**src/design/rh_consts.svh**
```systemverilog
// RH disk controller constants
// NEM timeout reload value and register bit positions

`ifndef RH_CONSTS_SVH
`define RH_CONSTS_SVH

////////////////////////////////////////////////////////////
// Non-existent memory monitor
////////////////////////////////////////////////////////////

// Counter reload, fault after 14 cycles without acknowledge
`define RH_NEM_TIMEOUT 15

////////////////////////////////////////////////////////////
// Control/status register bits
////////////////////////////////////////////////////////////

// CS1 bits
`define RH_CS1_GO  0
`define RH_CS1_RDY 7

// CS2 bits, CLR is write-one
`define RH_CS2_CLR 5
`define RH_CS2_NEM 11

`endif

```
**src/design/rhBusPkg.sv**
```systemverilog
// RH memory bus package
// Types carried on the DMA side memory bus

package rhBusPkg;

   ////////////////////////////////////////////////////////////
   // Bus types
   ////////////////////////////////////////////////////////////

   // Word address on the memory bus
   typedef logic [15:0] busAddrT;

   // One data word written to memory
   typedef logic [15:0] busDataT;

endpackage

```
**src/design/rhRegPkg.sv**
```systemverilog
// RH register file package
// Register word type, register select and engine state

package rhRegPkg;

   // Register value as seen by software
   typedef logic [15:0] regWordT;

   // Register select on the register port
   typedef enum logic [2:0]
   {
      SEL_CS1 = 3'd0,
      SEL_WC  = 3'd1,
      SEL_BA  = 3'd2,
      SEL_DB  = 3'd3,
      SEL_CS2 = 3'd4
   } regSelT;

   // Transfer engine states
   // IDLE also serves as the gap cycle between words
   typedef enum logic [1:0]
   {
      IDLE = 2'd0,
      REQ  = 2'd1,
      DONE = 2'd2
   } dmaStateT;

endpackage

```
**src/design/rhCtrlIf.sv**
```systemverilog
// RH transfer control interface
// Start request from the register block, live status from the engine

interface rhCtrlIf import rhBusPkg::*, rhRegPkg::*; ();

   // Register block to engine
   logic    start;
   busAddrT startAddr;
   regWordT startCount;
   busDataT fillData;
   logic    nemFault;

   // Engine to register block
   logic    busy;
   busAddrT curAddr;
   regWordT curCount;

   modport regs
   (
      output start, startAddr, startCount, fillData, nemFault,
      input  busy, curAddr, curCount
   );

   modport dma
   (
      input  start, startAddr, startCount, fillData, nemFault,
      output busy, curAddr, curCount
   );

endinterface

```
**src/design/rhDma.sv**
```systemverilog
// RH transfer engine
// Writes the fill word to consecutive addresses, one request per word,
// and aborts when the NEM monitor fires

module rhDma
   import rhBusPkg::*, rhRegPkg::*;
(
   input  logic    clk,
   input  logic    rst,
   rhCtrlIf.dma    ctrl,
   input  logic    setNem,
   input  logic    busAck,
   output logic    busReq,
   output busAddrT busAddr,
   output busDataT busData
);

   dmaStateT state;
   logic     busyReg;
   busAddrT  addrReg;
   regWordT  countReg;
   busDataT  fillReg;
   logic     abort;

   // Fault seen directly from the monitor or via the register block
   assign abort = setNem || ctrl.nemFault;

   ////////////////////////////////////////////////////////////
   // Transfer state machine
   ////////////////////////////////////////////////////////////

   always_ff @(posedge clk or posedge rst)
   begin
      if (rst)
      begin
         state    <= IDLE;
         busyReg  <= 1'b0;
         addrReg  <= '0;
         countReg <= '0;
      end
      else
      begin
         case (state)
            IDLE, DONE:
            begin
               if (busyReg)
                  // Gap cycle between words, monitor re-arms here
                  state <= REQ;
               else if (ctrl.start)
               begin
                  addrReg  <= ctrl.startAddr;
                  countReg <= ctrl.startCount;
                  // Zero count finishes without touching the bus
                  if (ctrl.startCount != '0)
                  begin
                     busyReg <= 1'b1;
                     state   <= REQ;
                  end
                  else
                     state <= DONE;
               end
               else
                  state <= IDLE;
            end
            REQ:
            begin
               if (busAck)
               begin
                  // Word written, step to the next one
                  addrReg  <= addrReg + 16'd1;
                  countReg <= countReg - 16'd1;
                  if (countReg == regWordT'(1))
                  begin
                     busyReg <= 1'b0;
                     state   <= DONE;
                  end
                  else
                     state <= IDLE;
               end
               else if (abort)
               begin
                  // Leave address and count at the faulting word
                  busyReg <= 1'b0;
                  state   <= DONE;
               end
            end
            default:
            begin
               busyReg <= 1'b0;
               state   <= IDLE;
            end
         endcase
      end
   end

   // Fill word held for the whole transfer
   always_ff @(posedge clk)
   begin
      if (ctrl.start)
         fillReg <= ctrl.fillData;
   end

   ////////////////////////////////////////////////////////////
   // Bus and status outputs
   ////////////////////////////////////////////////////////////

   assign busReq  = (state == REQ);
   assign busAddr = addrReg;
   assign busData = fillReg;

   assign ctrl.busy     = busyReg;
   assign ctrl.curAddr  = addrReg;
   assign ctrl.curCount = countReg;

endmodule

```
**src/design/rhNem.sv**
```systemverilog
// RH non-existent memory monitor
// Times out a bus request that waits too long for its acknowledge

`include "rh_consts.svh"

module rhNem
(
   input  logic clk,
   input  logic rst,
   input  logic busReq,
   input  logic busAck,
   output logic setNem
);

   // Timeout counter, 4 bits hold the reload value
   logic [3:0] nemCount;

   always_ff @(posedge clk or posedge rst)
   begin
      if (rst)
         nemCount <= 4'(`RH_NEM_TIMEOUT);
      else if (busReq && !busAck)
      begin
         // Count down while waiting, stop at zero
         if (nemCount != 4'd0)
            nemCount <= nemCount - 4'd1;
      end
      else
         nemCount <= 4'(`RH_NEM_TIMEOUT);
   end

   // Single pulse per stuck request, counter parks at zero afterwards
   assign setNem = (nemCount == 4'd1);

endmodule

```
**src/design/rhRegs.sv**
```systemverilog
// RH register block
// CS1, WC, BA, DB and CS2 with write decode, GO pulse and NEM latch

`include "rh_consts.svh"

module rhRegs
   import rhBusPkg::*, rhRegPkg::*;
(
   input  logic    clk,
   input  logic    rst,
   rhCtrlIf.regs   ctrl,
   input  logic    setNem,
   input  logic    regWr,
   input  regSelT  regSel,
   input  regWordT regWrData,
   output regWordT regRdData
);

   regWordT cs1Reg;
   regWordT wcReg;
   busAddrT baReg;
   busDataT dbReg;
   regWordT cs2Reg;
   logic    nemBit;
   logic    trackDly;
   regWordT cs1Rd;
   regWordT cs2Rd;

   ////////////////////////////////////////////////////////////
   // Transfer control
   ////////////////////////////////////////////////////////////

   // GO only takes effect while the controller is ready
   assign ctrl.start = regWr && (regSel == SEL_CS1) &&
                       regWrData[`RH_CS1_GO] && !ctrl.busy;

   assign ctrl.startAddr  = baReg;
   assign ctrl.startCount = wcReg;
   assign ctrl.fillData   = dbReg;
   assign ctrl.nemFault   = setNem;

   ////////////////////////////////////////////////////////////
   // Register writes
   ////////////////////////////////////////////////////////////

   always_ff @(posedge clk or posedge rst)
   begin
      if (rst)
      begin
         cs1Reg   <= '0;
         wcReg    <= '0;
         baReg    <= '0;
         dbReg    <= '0;
         cs2Reg   <= '0;
         nemBit   <= 1'b0;
         trackDly <= 1'b0;
      end
      else
      begin
         // One extra cycle picks up the final address and count
         trackDly <= ctrl.busy;

         if (ctrl.busy || trackDly)
         begin
            baReg <= ctrl.curAddr;
            wcReg <= ctrl.curCount;
         end
         else if (regWr && (regSel == SEL_WC))
            wcReg <= regWrData;
         else if (regWr && (regSel == SEL_BA))
            baReg <= regWrData;

         if (regWr && (regSel == SEL_CS1))
            cs1Reg <= regWrData;
         if (regWr && (regSel == SEL_DB))
            dbReg <= regWrData;
         if (regWr && (regSel == SEL_CS2))
            cs2Reg <= regWrData;

         // NEM latched until cleared, a new fault wins over the clear
         if (setNem)
            nemBit <= 1'b1;
         else if (regWr && (regSel == SEL_CS2) && regWrData[`RH_CS2_CLR])
            nemBit <= 1'b0;
      end
   end

   ////////////////////////////////////////////////////////////
   // Read mux
   ////////////////////////////////////////////////////////////

   always_comb
   begin
      // Status bits override the stored values
      cs1Rd                = cs1Reg;
      cs1Rd[`RH_CS1_GO]    = ctrl.busy;
      cs1Rd[`RH_CS1_RDY]   = !ctrl.busy;
      cs2Rd                = cs2Reg;
      cs2Rd[`RH_CS2_CLR]   = 1'b0;
      cs2Rd[`RH_CS2_NEM]   = nemBit;

      case (regSel)
         SEL_CS1: regRdData = cs1Rd;
         SEL_WC:  regRdData = wcReg;
         SEL_BA:  regRdData = baReg;
         SEL_DB:  regRdData = dbReg;
         SEL_CS2: regRdData = cs2Rd;
         default: regRdData = '0;
      endcase
   end

endmodule

```
**src/design/rhTop.sv**
```systemverilog
// RH DMA controller top level
// Register block, transfer engine and NEM monitor on plain ports

module rhTop
   import rhBusPkg::*, rhRegPkg::*;
(
   input  logic    clk,
   input  logic    rst,
   input  logic    regWr,
   input  regSelT  regSel,
   input  regWordT regWrData,
   output regWordT regRdData,
   output logic    busReq,
   output busAddrT busAddr,
   output busDataT busData,
   input  logic    busAck
);

   // Monitor fault to engine and registers
   logic setNem;

   rhCtrlIf ctrl0 ();

   rhRegs regs0
   (
      .clk       (clk),
      .rst       (rst),
      .ctrl      (ctrl0.regs),
      .setNem    (setNem),
      .regWr     (regWr),
      .regSel    (regSel),
      .regWrData (regWrData),
      .regRdData (regRdData)
   );

   rhDma dma0
   (
      .clk     (clk),
      .rst     (rst),
      .ctrl    (ctrl0.dma),
      .setNem  (setNem),
      .busAck  (busAck),
      .busReq  (busReq),
      .busAddr (busAddr),
      .busData (busData)
   );

   // Watches the outgoing request against the incoming acknowledge
   rhNem nem0
   (
      .clk    (clk),
      .rst    (rst),
      .busReq (busReq),
      .busAck (busAck),
      .setNem (setNem)
   );

endmodule

```
**config.mk**
```make
export PLATFORM = sky130hd
export DESIGN_NAME = rhTop
export DESIGN_NICKNAME = d
export VERILOG_FILES = /design/src/design/rhBusPkg.sv /design/src/design/rhRegPkg.sv /design/src/design/rhCtrlIf.sv /design/src/design/rhDma.sv /design/src/design/rhNem.sv /design/src/design/rhRegs.sv /design/src/design/rhTop.sv
export VERILOG_INCLUDE_DIRS = /design/src /design/src/design
export SDC_FILE = /design/constraint.sdc
export NUM_CORES = 1
export LEC_CHECK = 0
export BUFFER_PORTS_ARGS = -buffer_cell sky130_fd_sc_hd__buf_2
export CAP_MARGIN = 25
export CORE_UTILIZATION = 46
export CTS_CLUSTER_DIAMETER = 100
export CTS_CLUSTER_SIZE = 14
export DETAILED_ROUTE_END_ITERATION = 10
export PLACE_DENSITY_LB_ADDON = 0.2
export RECOVER_POWER = 25
export SETUP_SLACK_MARGIN = 0.15
export SYNTH_ARGS = -nofsm -noshare
export SYNTH_HDL_FRONTEND = slang
export SYNTH_SLANG_ARGS = --single-unit
```
**constraint.sdc**
```tcl
create_clock -name clk -period 3 [get_ports clk]
set_input_delay 0.15 -clock clk [delete_from_list [all_inputs] [get_ports clk]]
set_output_delay 0.15 -clock clk [all_outputs]
set_load 0.05 [all_outputs]
```
==> summary.txt, run 1 <==
Run status
  • Status: finished, violations left
  • Failing checks: capacitance limit, slew limit

Logic synthesis
  • Number of synthesized flops with an enable pin: 16
  • Count of cell types in the netlist: 62
  • Post-Synthesis Cell Area: 6790 um2
  • Post-synthesis instance total: 671
  • Synth warnings: 0
  • Asr flop ratio synth: 88.0%
  • Seq/Total Area, Yosys: 50.3%
  • Syn_nets: 700
  • FF+latch count, synth: 133
  • Top FF cell, synth: dfrtp_1
  • Synthesized area per cell: 10.1 um2

Routing
  • Total Wirelength: 19.6 mm
  • Final ANT Viol Nets: 0
  • Via/cell ratio: 6.17
  • Detailed-route via count: 5740
  • DRC Markers: 0
  • DRT Pass-1 Iters: 5
  • Avg WL per Cell: 21.0 um
  • Starting DRT DRC Count: 558

Worst setup path
  • Crit path kind: in2out
  • R2R Path Start: dma0.state[1]$_DFFE_PP0P_
  • Required time of the critical path: 2.85 ns
  • CP Capture Type: output pin
  • Critical Path Fanout Max: 34
  • Critical Path Start Type: input pin
  • R2r worst-path depth: 4
  • Crit path from: regSel[1]
  • CP Data Arrival Time: 2.17 ns

Placement
  • Post-DP HPWL: 13.4 mm
  • Final RePlAce weighted congestion: 0.849
  • Post-DP Area: 7360 um2
  • Port-buffer cells: 71
  • Post-place setup slack: 0.722 ns
  • Dpl cells: 895

Worst hold path
  • WHS Path Cells: 3
  • Hold Path Class: in2reg
  • Startpoint of the worst hold path: regWrData[2]

STA
  • Fmax: 432 MHz
  • Setup Viol. Count Final: 0
  • Setup Skew: 0.00696 ns
  • Max Transition Viols Final: 118
  • Worst slew margin: -9.26%
  • Setup TNS: 0 ns
  • Post-route minimum period: 2.32 ns
  • Worst hold slack: 0.0127 ns
  • Final hold violation count: 0
  • RSZ-0062 raised after global routing: false
  • Slew at the pin with the worst max-slew slack: 1.64 ns
  • Final period util: 77.2%
  • Final worst slack: 0.683 ns

Global routing
  • Vias in the first global route: 5435
  • Initial antenna violation count: 0
  • First-pass GRT wire length: 30.9 mm
  • Remaining global-route overflow: 0
  • GR Util All Layers: 27.3%
  • Largest net degree at the start of global routing: 118

Clock network
  • Setup Buffers After CTS: 0
  • Root buf cell: clkbuf_16
  • Post-cts resize count: 0
  • Hold buffers post-CTS: 4
  • Clock Sinks: 133
  • CTS tree: built
  • Worst skew pair latency: 0.42 ns
  • CTS Buf Count: 17
  • Clock transition at path regs: 0.05 ns
  • H-Tree Depth: 4
  • Max clock buf depth: 2

Floorplan
  • Chip Width: 123 um
  • Ports: 72
  • Initial core utilization: 46.9%
  • Die area: 15200 um2
  • Die height: 123 um
  • Row count: 44
  • Core ar.: 14500 um2

Flow run
  • Max-cap violation count: 1

Layout
  • # diodes: 0
  • Area grow syn2layout: 17.1%
  • Post-route cell area: 7950 um2
  • Filler cells: 1276
  • Most common cell after layout, fill and taps aside: dfrtp_1
  • Final std cells w/o fill: 931
  • Share of post-route cells with drive strength above 1: 21.6%
  • Most frequent cells in the layout: dfrtp_1 (113), nand2_1 (93), buf_2 (69), mux2i_1 (61), o21ai_0 (60)
  • Final #Nets: 763

Power and ir drop
  • Static leakage: 3.37 nW
  • Power Density: 1020 nW/um2
  • IR drop worst, VDD: 0.457 mV
-- Yosys cell counts (4+ instances only) --
cell,n,area (um2)
clkbuf_1,35,131
nand2_1,93,349
ha_1,6,75.1
nor4_1,14,87.6
nand3_1,15,75.1
nand4_1,8,50.1
mux2i_1,61,611
or3_1,4,25.0
mux2_2,32,360
dfstp_2,4,105
nand2b_1,4,25.0
edfxtp_1,16,480
nor3_1,14,70.1
mux4_2,4,90.1
nor2_1,35,131
a21oi_1,40,200
buf_2,9,45.0
a31oi_1,6,37.5
dfrtp_1,113,2830
o22ai_1,18,113
o21ai_0,60,300
o211ai_1,5,37.5
inv_1,11,41.3
-- per-stage QoR --
| stage | total power, mW | utilization [%] |
|---|---|---|
| 3_5_place_dp | 6.01 | 50.8 |
| 2_1_floorplan | 5.08 | - |
| 4_1_cts | 8.13 | 55.1 |
| 6_report | 8.15 | 54.9 |
| 3_3_place_gp | 5.91 | 50.8 |
| 5_1_grt | 8.60 | 54.9 |
-- sequential cells by signal, indices dropped and copies added (netlist names) --
| name | count |
|---|---|
| dma0.busAddr | 16 |
| dma0.busData | 16 |
| dma0.ctrl.curCount | 16 |
| regs0.ctrl.fillData | 16 |
| regs0.ctrl.startAddr | 16 |
| regs0.ctrl.startCount | 16 |
| regs0.cs1Reg | 14 |
| regs0.cs2Reg | 14 |
| nem0.nemCount | 4 |
| dma0.state | 2 |
| dma0.ctrl.busy | 1 |
| regs0.nemBit | 1 |
| regs0.trackDly | 1 |
-- layer usage --
metal	GRT usage (%)	part of all wire (%)
met1	40.5	46
met2	40.2	46
met3	4.47	6.7
met4	9.56	1.6
met5	0	0
-- final timing paths --
check                                                      endpoint  slack (ns)
worst max-delay path                                  regRdData[10]        0.68
worst max register to register          dma0.busAddr[8]$_DFFE_PP0P_        0.86
worst min-delay path                    regs0.cs1Reg[2]$_DFFE_PP0N_        0.01
worst min register to register          regs0.cs1Reg[9]$_DFFE_PP0N_        0.47
max in group asynchronous        regs0.ctrl.fillData[1]$_DFFE_PP0P_        1.08
min in group asynchronous       regs0.ctrl.fillData[13]$_DFFE_PP0P_        0.85
-- area by class of cell --
class                      count  area (um2)  area share [%]
timing repair buffer          90         499            6.28
inverter                      12        48.8           0.614
tap                          184         230            2.89
sequential                   133        3410            42.9
multi-input combinational    480        3180            40.0
clock buffer                  21         450            5.66
clock inverter                11         133            1.67
-- critical path, stage by stage --
cell      delay [ns]
clkbuf_1        0.13
clkbuf_2        0.83
nor2b_1         0.19
buf_4           0.25
a21oi_1         0.26
o22ai_1         0.11
buf_2           0.24
-- kinds of logic after synthesis --
logic type                 count (synthesis)  share of synthesized area [%]
and+or+nand+nor                          215                           15.2
AOI/OAI and AO/OA                        158                           13.8
DFF                                      133                           50.3
muxes                                     97                           15.6
buffers and inverters                     58                           3.48
adders and majority gates                  6                           1.11
xor gates and xnor gates                   4                          0.516
-- power by group --
group	total (mW)	internal, mW	switching, mW
sequential	3.20	2.39	0.808
clock	2.09	1.31	0.773
combinational	2.86	0.963	1.90
total	8.15	4.67	3.48
(Power assumes the default switching activity.)
==> run 2: changes to the inputs <==
==> constraint.sdc (replaced) <==
create_clock -name clk -period 2.15 [get_ports clk]
set_input_delay 0.1075 -clock clk [delete_from_list [all_inputs] [get_ports clk]]
set_output_delay 0.1075 -clock clk [all_outputs]
set_load 0.05 [all_outputs]
==> summary.txt, run 2 (synthesis gave the netlist of run 1 again) <==
Worst setup path
  • CP cell instances: inv_1 -> mux4_2 -> nor2_1 -> a21oi_1 -> buf_4 (was clkbuf_1 -> clkbuf_2 -> nor2b_1 -> buf_4 -> a21oi_1 -> o22ai_1 -> buf_2)
  • CP Data Arrival Time: 1.86 ns (was 2.17 ns)
  • Reg-to-Reg End: dma0.ctrl.curCount[12]$_DFFE_PP0P_ (was dma0.busAddr[8]$_DFFE_PP0P_)
  • CP max-delay cell: dfrtp_1 (was clkbuf_2)
  • CP peak stage delay: 0.46 ns (was 0.83 ns)
  • Reg2Reg Setup Slack: 0.19 ns (was 0.86 ns)
  • R2r worst-path depth: 6 (was 4)
  • Critical Path Fanout Max: 6 (was 34)
  • Crit path kind: reg2out (was in2out)
  • R2R Path Start: dma0.ctrl.curCount[1]$_DFFE_PP0P_ (was dma0.state[1]$_DFFE_PP0P_)
  • CP Capture Type: output pin (unchanged)
  • Required time of the critical path: 2.04 ns (was 2.85 ns)
  • Critical Path Start Type: register (was input pin)

Power and ir drop
  • Power Density: 1420 nW/um2 (was 1020 nW/um2)
  • IR drop worst, VDD: 0.653 mV (was 0.457 mV)
  • Static leakage: 3.59 nW (was 3.37 nW)

STA
  • Slew at the pin with the worst max-slew slack: 0.999 ns (was 1.64 ns)
  • Final hold violation count: 0 (unchanged)
  • Fmax: 508 MHz
  • RSZ-0062 raised after global routing: true (was false)
  • Post-route minimum period: 1.97 ns
  • Setup Skew: 0.00714 ns (was 0.00696 ns)
  • Worst slew margin: 33.4% (was -9.26%)
  • Setup Viol. Count Final: 0 (unchanged)
  • Setup TNS: 0 ns (unchanged)
  • Final period util: 91.5%
  • Max Transition Viols Final: 0 (was 118)
  • Worst hold slack: 0.0349 ns (was 0.0127 ns)

Worst hold path
  • WHS Path Cells: 2 (was 3)
  • Hold Path Class: in2reg (unchanged)
  • Startpoint of the worst hold path: regWrData[0] (was regWrData[2])
  • Worst Hold Endpoint: regs0.cs2Reg[0]$_DFFE_PP0P_ (was regs0.cs1Reg[2]$_DFFE_PP0N_)

Layout
  • FF/Latch Area: 3420 um2 (was 3410 um2)
  • Post-route cell area: 8410 um2 (was 7950 um2)
  • Most common cell after layout, fill and taps aside: dfrtp_1 (unchanged)
  • Multi-input combinational cell area: 3250 um2 (was 3180 um2)
  • Share of post-route cells with drive strength above 1: 26.6% (was 21.6%)
  • Filler cells: 1196 (was 1276)
  • # diodes: 0 (unchanged)
  • Area grow syn2layout: 23.9% (was 17.1%)
  • Final #Nets: 795 (was 763)
  • Most frequent cells in the layout: dfrtp_1 (110), nand2_1 (93), buf_2 (70), mux2i_1 (61), o21ai_0 (60) (was dfrtp_1 (113), nand2_1 (93), buf_2 (69), mux2i_1 (61), o21ai_0 (60))

Floorplan
  • Die area: 15200 um2 (unchanged)
  • Chip Width: 123 um (unchanged)
  • Ports: 72 (unchanged)
  • Core ar.: 14500 um2 (unchanged)
  • Die height: 123 um (unchanged)
  • Initial core utilization: 46.9% (unchanged)
  • Row count: 44 (unchanged)

Routing
  • Final ANT Viol Nets: 0 (unchanged)
  • DRC Markers: 0 (unchanged)
  • Avg WL per Cell: 20.0 um (was 21.0 um)
  • Detailed-route via count: 5646 (was 5740)
  • Via/cell ratio: 5.86 (was 6.17)
  • DRT Pass-1 Iters: 5 (unchanged)
  • Starting DRT DRC Count: 666 (was 558)
  • Total Wirelength: 19.2 mm (was 19.6 mm)

Clock network
  • Setup Buffers After CTS: 0 (unchanged)
  • H-Tree Depth: 4 (unchanged)
  • Clock transition at path regs: 0.06 ns (was 0.05 ns)
  • Root buf cell: clkbuf_16 (unchanged)
  • Clock Sinks: 133 (unchanged)
  • Max clock buf depth: 2 (unchanged)
  • CTS Buf Count: 17 (unchanged)
  • CTS tree: built (unchanged)
  • Worst skew pair latency: 0.42 ns (about the same)

Placement
  • Port-buffer cells: 71 (unchanged)
  • Final RePlAce weighted congestion: 0.973 (was 0.849)
  • Post-DP Area: 7590 um2 (was 7360 um2)
  • Post-DP HPWL: 13.9 mm (was 13.4 mm)

Run status
  • Status: finished, final reports clean (was finished, violations left)

Global routing
  • Largest net degree at the start of global routing: 65 (was 118)
  • Initial antenna violation count: 0 (unchanged)
  • First-pass GRT wire length: 30.4 mm (was 30.9 mm)
  • GR Util All Layers: 26.9% (was 27.3%)
  • Remaining global-route overflow: 0 (unchanged)
  • Vias in the first global route: 5378 (was 5435)

Flow run
  • Max-cap violation count: 0 (was 1)
run 2: final cells by class:
class | count | area share, %
Tap cell | 184 | 2.74
Multi-Input combinational cell | 480 | 38.7
Sequential cell | 133 | 40.6
Timing Repair Buffer | 122 | 9.37
Clock buffer | 17 | 5.06
Inverter | 12 | 0.565
Clock inverter | 15 | 2.95
run 2: worst max path at each step:
stage                                 startpoint  cells after the start  slack [ns]                            endpoint
3_5_place_dp   dma0.ctrl.curCount[1]$_DFFE_PP0P_                      6        0.11  dma0.ctrl.curCount[10]$_DFFE_PP0P_
6_report              dma0.ctrl.busy$_DFFE_PP0P_                      5        0.18                        regRdData[7]
3_3_place_gp   dma0.ctrl.curCount[1]$_DFFE_PP0P_                      6        0.17  dma0.ctrl.curCount[12]$_DFFE_PP0P_
5_1_grt               dma0.ctrl.busy$_DFFE_PP0P_                      5        0.09                        regRdData[7]
4_1_cts        dma0.ctrl.curCount[1]$_DFFE_PP0P_                      6        0.17  dma0.ctrl.curCount[12]$_DFFE_PP0P_
2_1_floorplan        dma0.busAddr[1]$_DFFE_PP0P_                      5        0.15        dma0.busAddr[14]$_DFFE_PP0P_
run 2: critical path: cells and delay by family, from the launching register on:
kind	cells	cell delay [ns]
flops	1	0.46
mux	1	0.46
buf+inv	2	0.33
simple gates	1	0.12
compound gates	1	0.07
run 2: per-stage QoR:
stage,util [%],worst slack [ns],cells,power [mW]
2_1_floorplan,-,0.150,671,7.14
3_3_place_gp,52.5,0.169,916,8.48
3_5_place_dp,52.5,0.108,916,8.56
4_1_cts,58.2,0.165,963,11.9
5_1_grt,58.1,0.0872,963,12.6
6_report,58.1,0.183,963,12.0
run 2: where the power goes:
| part | total, mW | leakage (nW) | internal (mW) | switching, mW |
|---|---|---|---|---|
| Clock | 3.31 | 0.321 | 2.18 | 1.12 |
| Sequential | 4.42 | 1.56 | 3.34 | 1.08 |
| Combinational | 4.23 | 1.71 | 1.53 | 2.70 |
| Total | 12.0 | 3.59 | 7.06 | 4.90 |
run 2: repair_timing:
action	in CTS	in global routing
hold buffers	15	0
endpoints found under the setup margin	3	6
hold endpoints to repair	60	0
gates resized for setup	1	8
run 2: layer usage:
layer,share of wire (%),global-route usage [%]
met5,0,0
met4,2.6,10.4
met3,4.5,4.38
met2,45,39.8
met1,48,39.2
==> run 3: changes to the inputs <==
--- a/config.mk
+++ b/config.mk
@@ -13,7 +13,6 @@
 export CTS_CLUSTER_SIZE = 14
 export DETAILED_ROUTE_END_ITERATION = 10
 export PLACE_DENSITY_LB_ADDON = 0.2
-export RECOVER_POWER = 25
 export SETUP_SLACK_MARGIN = 0.15
 export SYNTH_ARGS = -nofsm -noshare
 export SYNTH_HDL_FRONTEND = slang
==> summary.txt, run 3 (synthesis gave the netlist of run 1 again) <==
Floorplan
  • Initial core utilization: 46.9% (unchanged)
  • Core ar.: 14500 um2 (unchanged)
  • Die height: 123 um (unchanged)
  • Row count: 44 (unchanged)
  • Chip Width: 123 um (unchanged)
  • Die area: 15200 um2 (unchanged)
  • Ports: 72 (unchanged)

Clock network
  • Root buf cell: clkbuf_16 (unchanged)
  • Setup Buffers After CTS: 0 (unchanged)
  • Clock transition at path regs: 0.06 ns (about the same)
  • CTS Buf Count: 17 (unchanged)
  • H-Tree Depth: 4 (unchanged)
  • Max clock buf depth: 2 (unchanged)
  • Clock Sinks: 133 (unchanged)
  • CTS tree: built (unchanged)
  • Worst skew pair latency: 0.42 ns (about the same)

STA
  • Post-route minimum period: 1.95 ns (was 1.97 ns)
  • Setup Skew: 0.00681 ns (was 0.00714 ns)
  • Final hold violation count: 0 (unchanged)
  • Final period util: 90.6% (was 91.5%)
  • Worst slew margin: 33.2% (was 33.4%)
  • Slew at the pin with the worst max-slew slack: 1.00 ns (was 0.999 ns)
  • Setup Viol. Count Final: 0 (unchanged)
  • Setup TNS: 0 ns (unchanged)
  • Final worst slack: 0.202 ns (was 0.183 ns)
  • Max Transition Viols Final: 0 (unchanged)
  • RSZ-0062 raised after global routing: true (unchanged)
  • Fmax: 513 MHz (was 508 MHz)

Power and ir drop
  • IR drop worst, VDD: 0.650 mV (was 0.653 mV)
  • Logic pwr share: 35.4% (was 35.3%)
  • Sequential power share: 37.0% (about the same)
  • Power Density: 1420 nW/um2 (about the same)
  • Sw frac: 41.0% (about the same)
  • Net switching power: 4.90 mW (about the same)
  • Static leakage: 3.59 nW (about the same)
  • Power share of the clock group: 27.6% (was 27.7%)
  • Internal: 7.06 mW (about the same)

Global routing
  • GR Util All Layers: 26.9% (unchanged)
  • Largest net degree at the start of global routing: 65 (unchanged)
  • Remaining global-route overflow: 0 (unchanged)
  • Vias in the first global route: 5378 (unchanged)
  • Initial antenna violation count: 0 (unchanged)
  • First-pass GRT wire length: 30.4 mm (unchanged)

Routing
  • Avg WL per Cell: 19.9 um (was 20.0 um)
  • Via/cell ratio: 5.87 (was 5.86)
  • Detailed-route via count: 5648 (was 5646)
  • DRC Markers: 0 (unchanged)
  • DRT Pass-1 Iters: 7 (was 5)
  • Starting DRT DRC Count: 638 (was 666)
  • Final ANT Viol Nets: 0 (unchanged)
  • Total Wirelength: 19.2 mm (about the same)

Layout
  • Area grow syn2layout: 24.2% (was 23.9%)
  • Final core occ: 58.2% (was 58.1%)
  • Most common cell after layout, fill and taps aside: dfrtp_1 (unchanged)
  • # diodes: 0 (unchanged)
  • Final std cells w/o fill: 963 (unchanged)
  • Post-route cell area: 8430 um2 (was 8410 um2)
  • Most frequent cells in the layout: dfrtp_1 (109), nand2_1 (93), buf_2 (70), mux2i_1 (61), o21ai_0 (60) (was dfrtp_1 (110), nand2_1 (93), buf_2 (70), mux2i_1 (61), o21ai_0 (60))
  • Final #Nets: 795 (unchanged)
  • Share of post-route cells with drive strength above 1: 26.7% (was 26.6%)

Run status
  • Status: finished, final reports clean (unchanged)

Flow run
  • Max-cap violation count: 0 (unchanged)

Placement
  • Post-DP HPWL: 13.9 mm (unchanged)
  • Final RePlAce weighted congestion: 0.973 (unchanged)
  • Dpl cells: 916 (unchanged)
  • Post-DP Area: 7590 um2 (unchanged)
  • Port-buffer cells: 71 (unchanged)
  • Post-place setup slack: 0.108 ns (unchanged)

Worst setup path
  • Required time of the critical path: 2.44 ns (was 2.04 ns)
  • Critical Path Start Type: register (unchanged)
  • R2r worst-path depth: 6 (unchanged)
  • Critical Path Fanout Max: 6 (unchanged)
  • CP Capture Type: register (was output pin)
  • CP Data Arrival Time: 2.24 ns (was 1.86 ns)
  • Crit path kind: reg2reg (was reg2out)

Worst hold path
  • Hold Path Class: in2reg (unchanged)
  • WHS Path Cells: 2 (unchanged)
## run 3: what timing repair did
item | in CTS | in global routing
hold buffers | 15 | 0
resized for setup | 1 | 8
pin swaps | 0 | 0
hold endpoints to repair | 60 | 0
setup endpoints to repair | 3 | 6
## run 3: critical path, stage by stage (launching register included)
cell and delay [ns]:
dfrtp_2 0.44, inv_2 0.09, ha_2 0.19, or3b_4 0.42, or3_1 0.39, o22ai_1 0.17, a221oi_1 0.11
## run 3: routing by layer
| metal | track usage, % | wire length [um] | vias up |
|---|---|---|---|
| li1 | - | - | 2658 |
| met1 | 39.2 | 9200 | 2778 |
| met2 | 39.8 | 8680 | 186 |
| met3 | 4.38 | 868 | 26 |
| met4 | 10.4 | 462 | 0 |
| met5 | 0 | 0 | - |
## run 3: power by group through the flow
stage | Combinational, mW | Sequential (mW) | Clock [mW]
global placement | 4.10 | 4.38 | 0
CTS | 4.21 | 4.37 | 3.35
floorplan | 2.69 | 4.44 | 0
finish | 4.23 | 4.43 | 3.31
global route | 4.67 | 4.52 | 3.44
detailed placement | 4.16 | 4.40 | 0
## run 3: area by class of cell
class                   count  area (um2)
fillers                  1195        6050
flip-flops and latches    133        3420
multi-input cells         480        3250
repair buffers            122         803
clock buffers              17         425
clock inverters            15         248
well taps                 184         230
inverters                  12        50.0
## run 3: worst paths after layout
path	start	end	slack, ns
setup / recovery	dma0.ctrl.curCount[1]$_DFFE_PP0P_	dma0.ctrl.curCount[12]$_DFFE_PP0P_	0.20
hold / removal	regWrData[0]	regs0.cs2Reg[0]$_DFFE_PP0P_	0.03
setup reg to reg	dma0.ctrl.curCount[1]$_DFFE_PP0P_	dma0.ctrl.curCount[12]$_DFFE_PP0P_	0.20
hold reg to reg	dma0.ctrl.busy$_DFFE_PP0P_	regs0.trackDly$_DFF_PP0_	0.48
max in group asynchronous	rst	dma0.busAddr[4]$_DFFE_PP0P_	1.25
min in group asynchronous	rst	regs0.ctrl.fillData[14]$_DFFE_PP0P_	0.21
## run 3: stage by stage
| step | power (mW) | hold WS [ns] |
|---|---|---|
| 2_1_floorplan | 7.14 | 0.213 |
| 4_1_cts | 11.9 | 0.0104 |
| 5_1_grt | 12.6 | 0.0364 |
| 3_3_place_gp | 8.48 | 0.0977 |
| 3_5_place_dp | 8.56 | 0.103 |
| 6_report | 12.0 | 0.0339 |
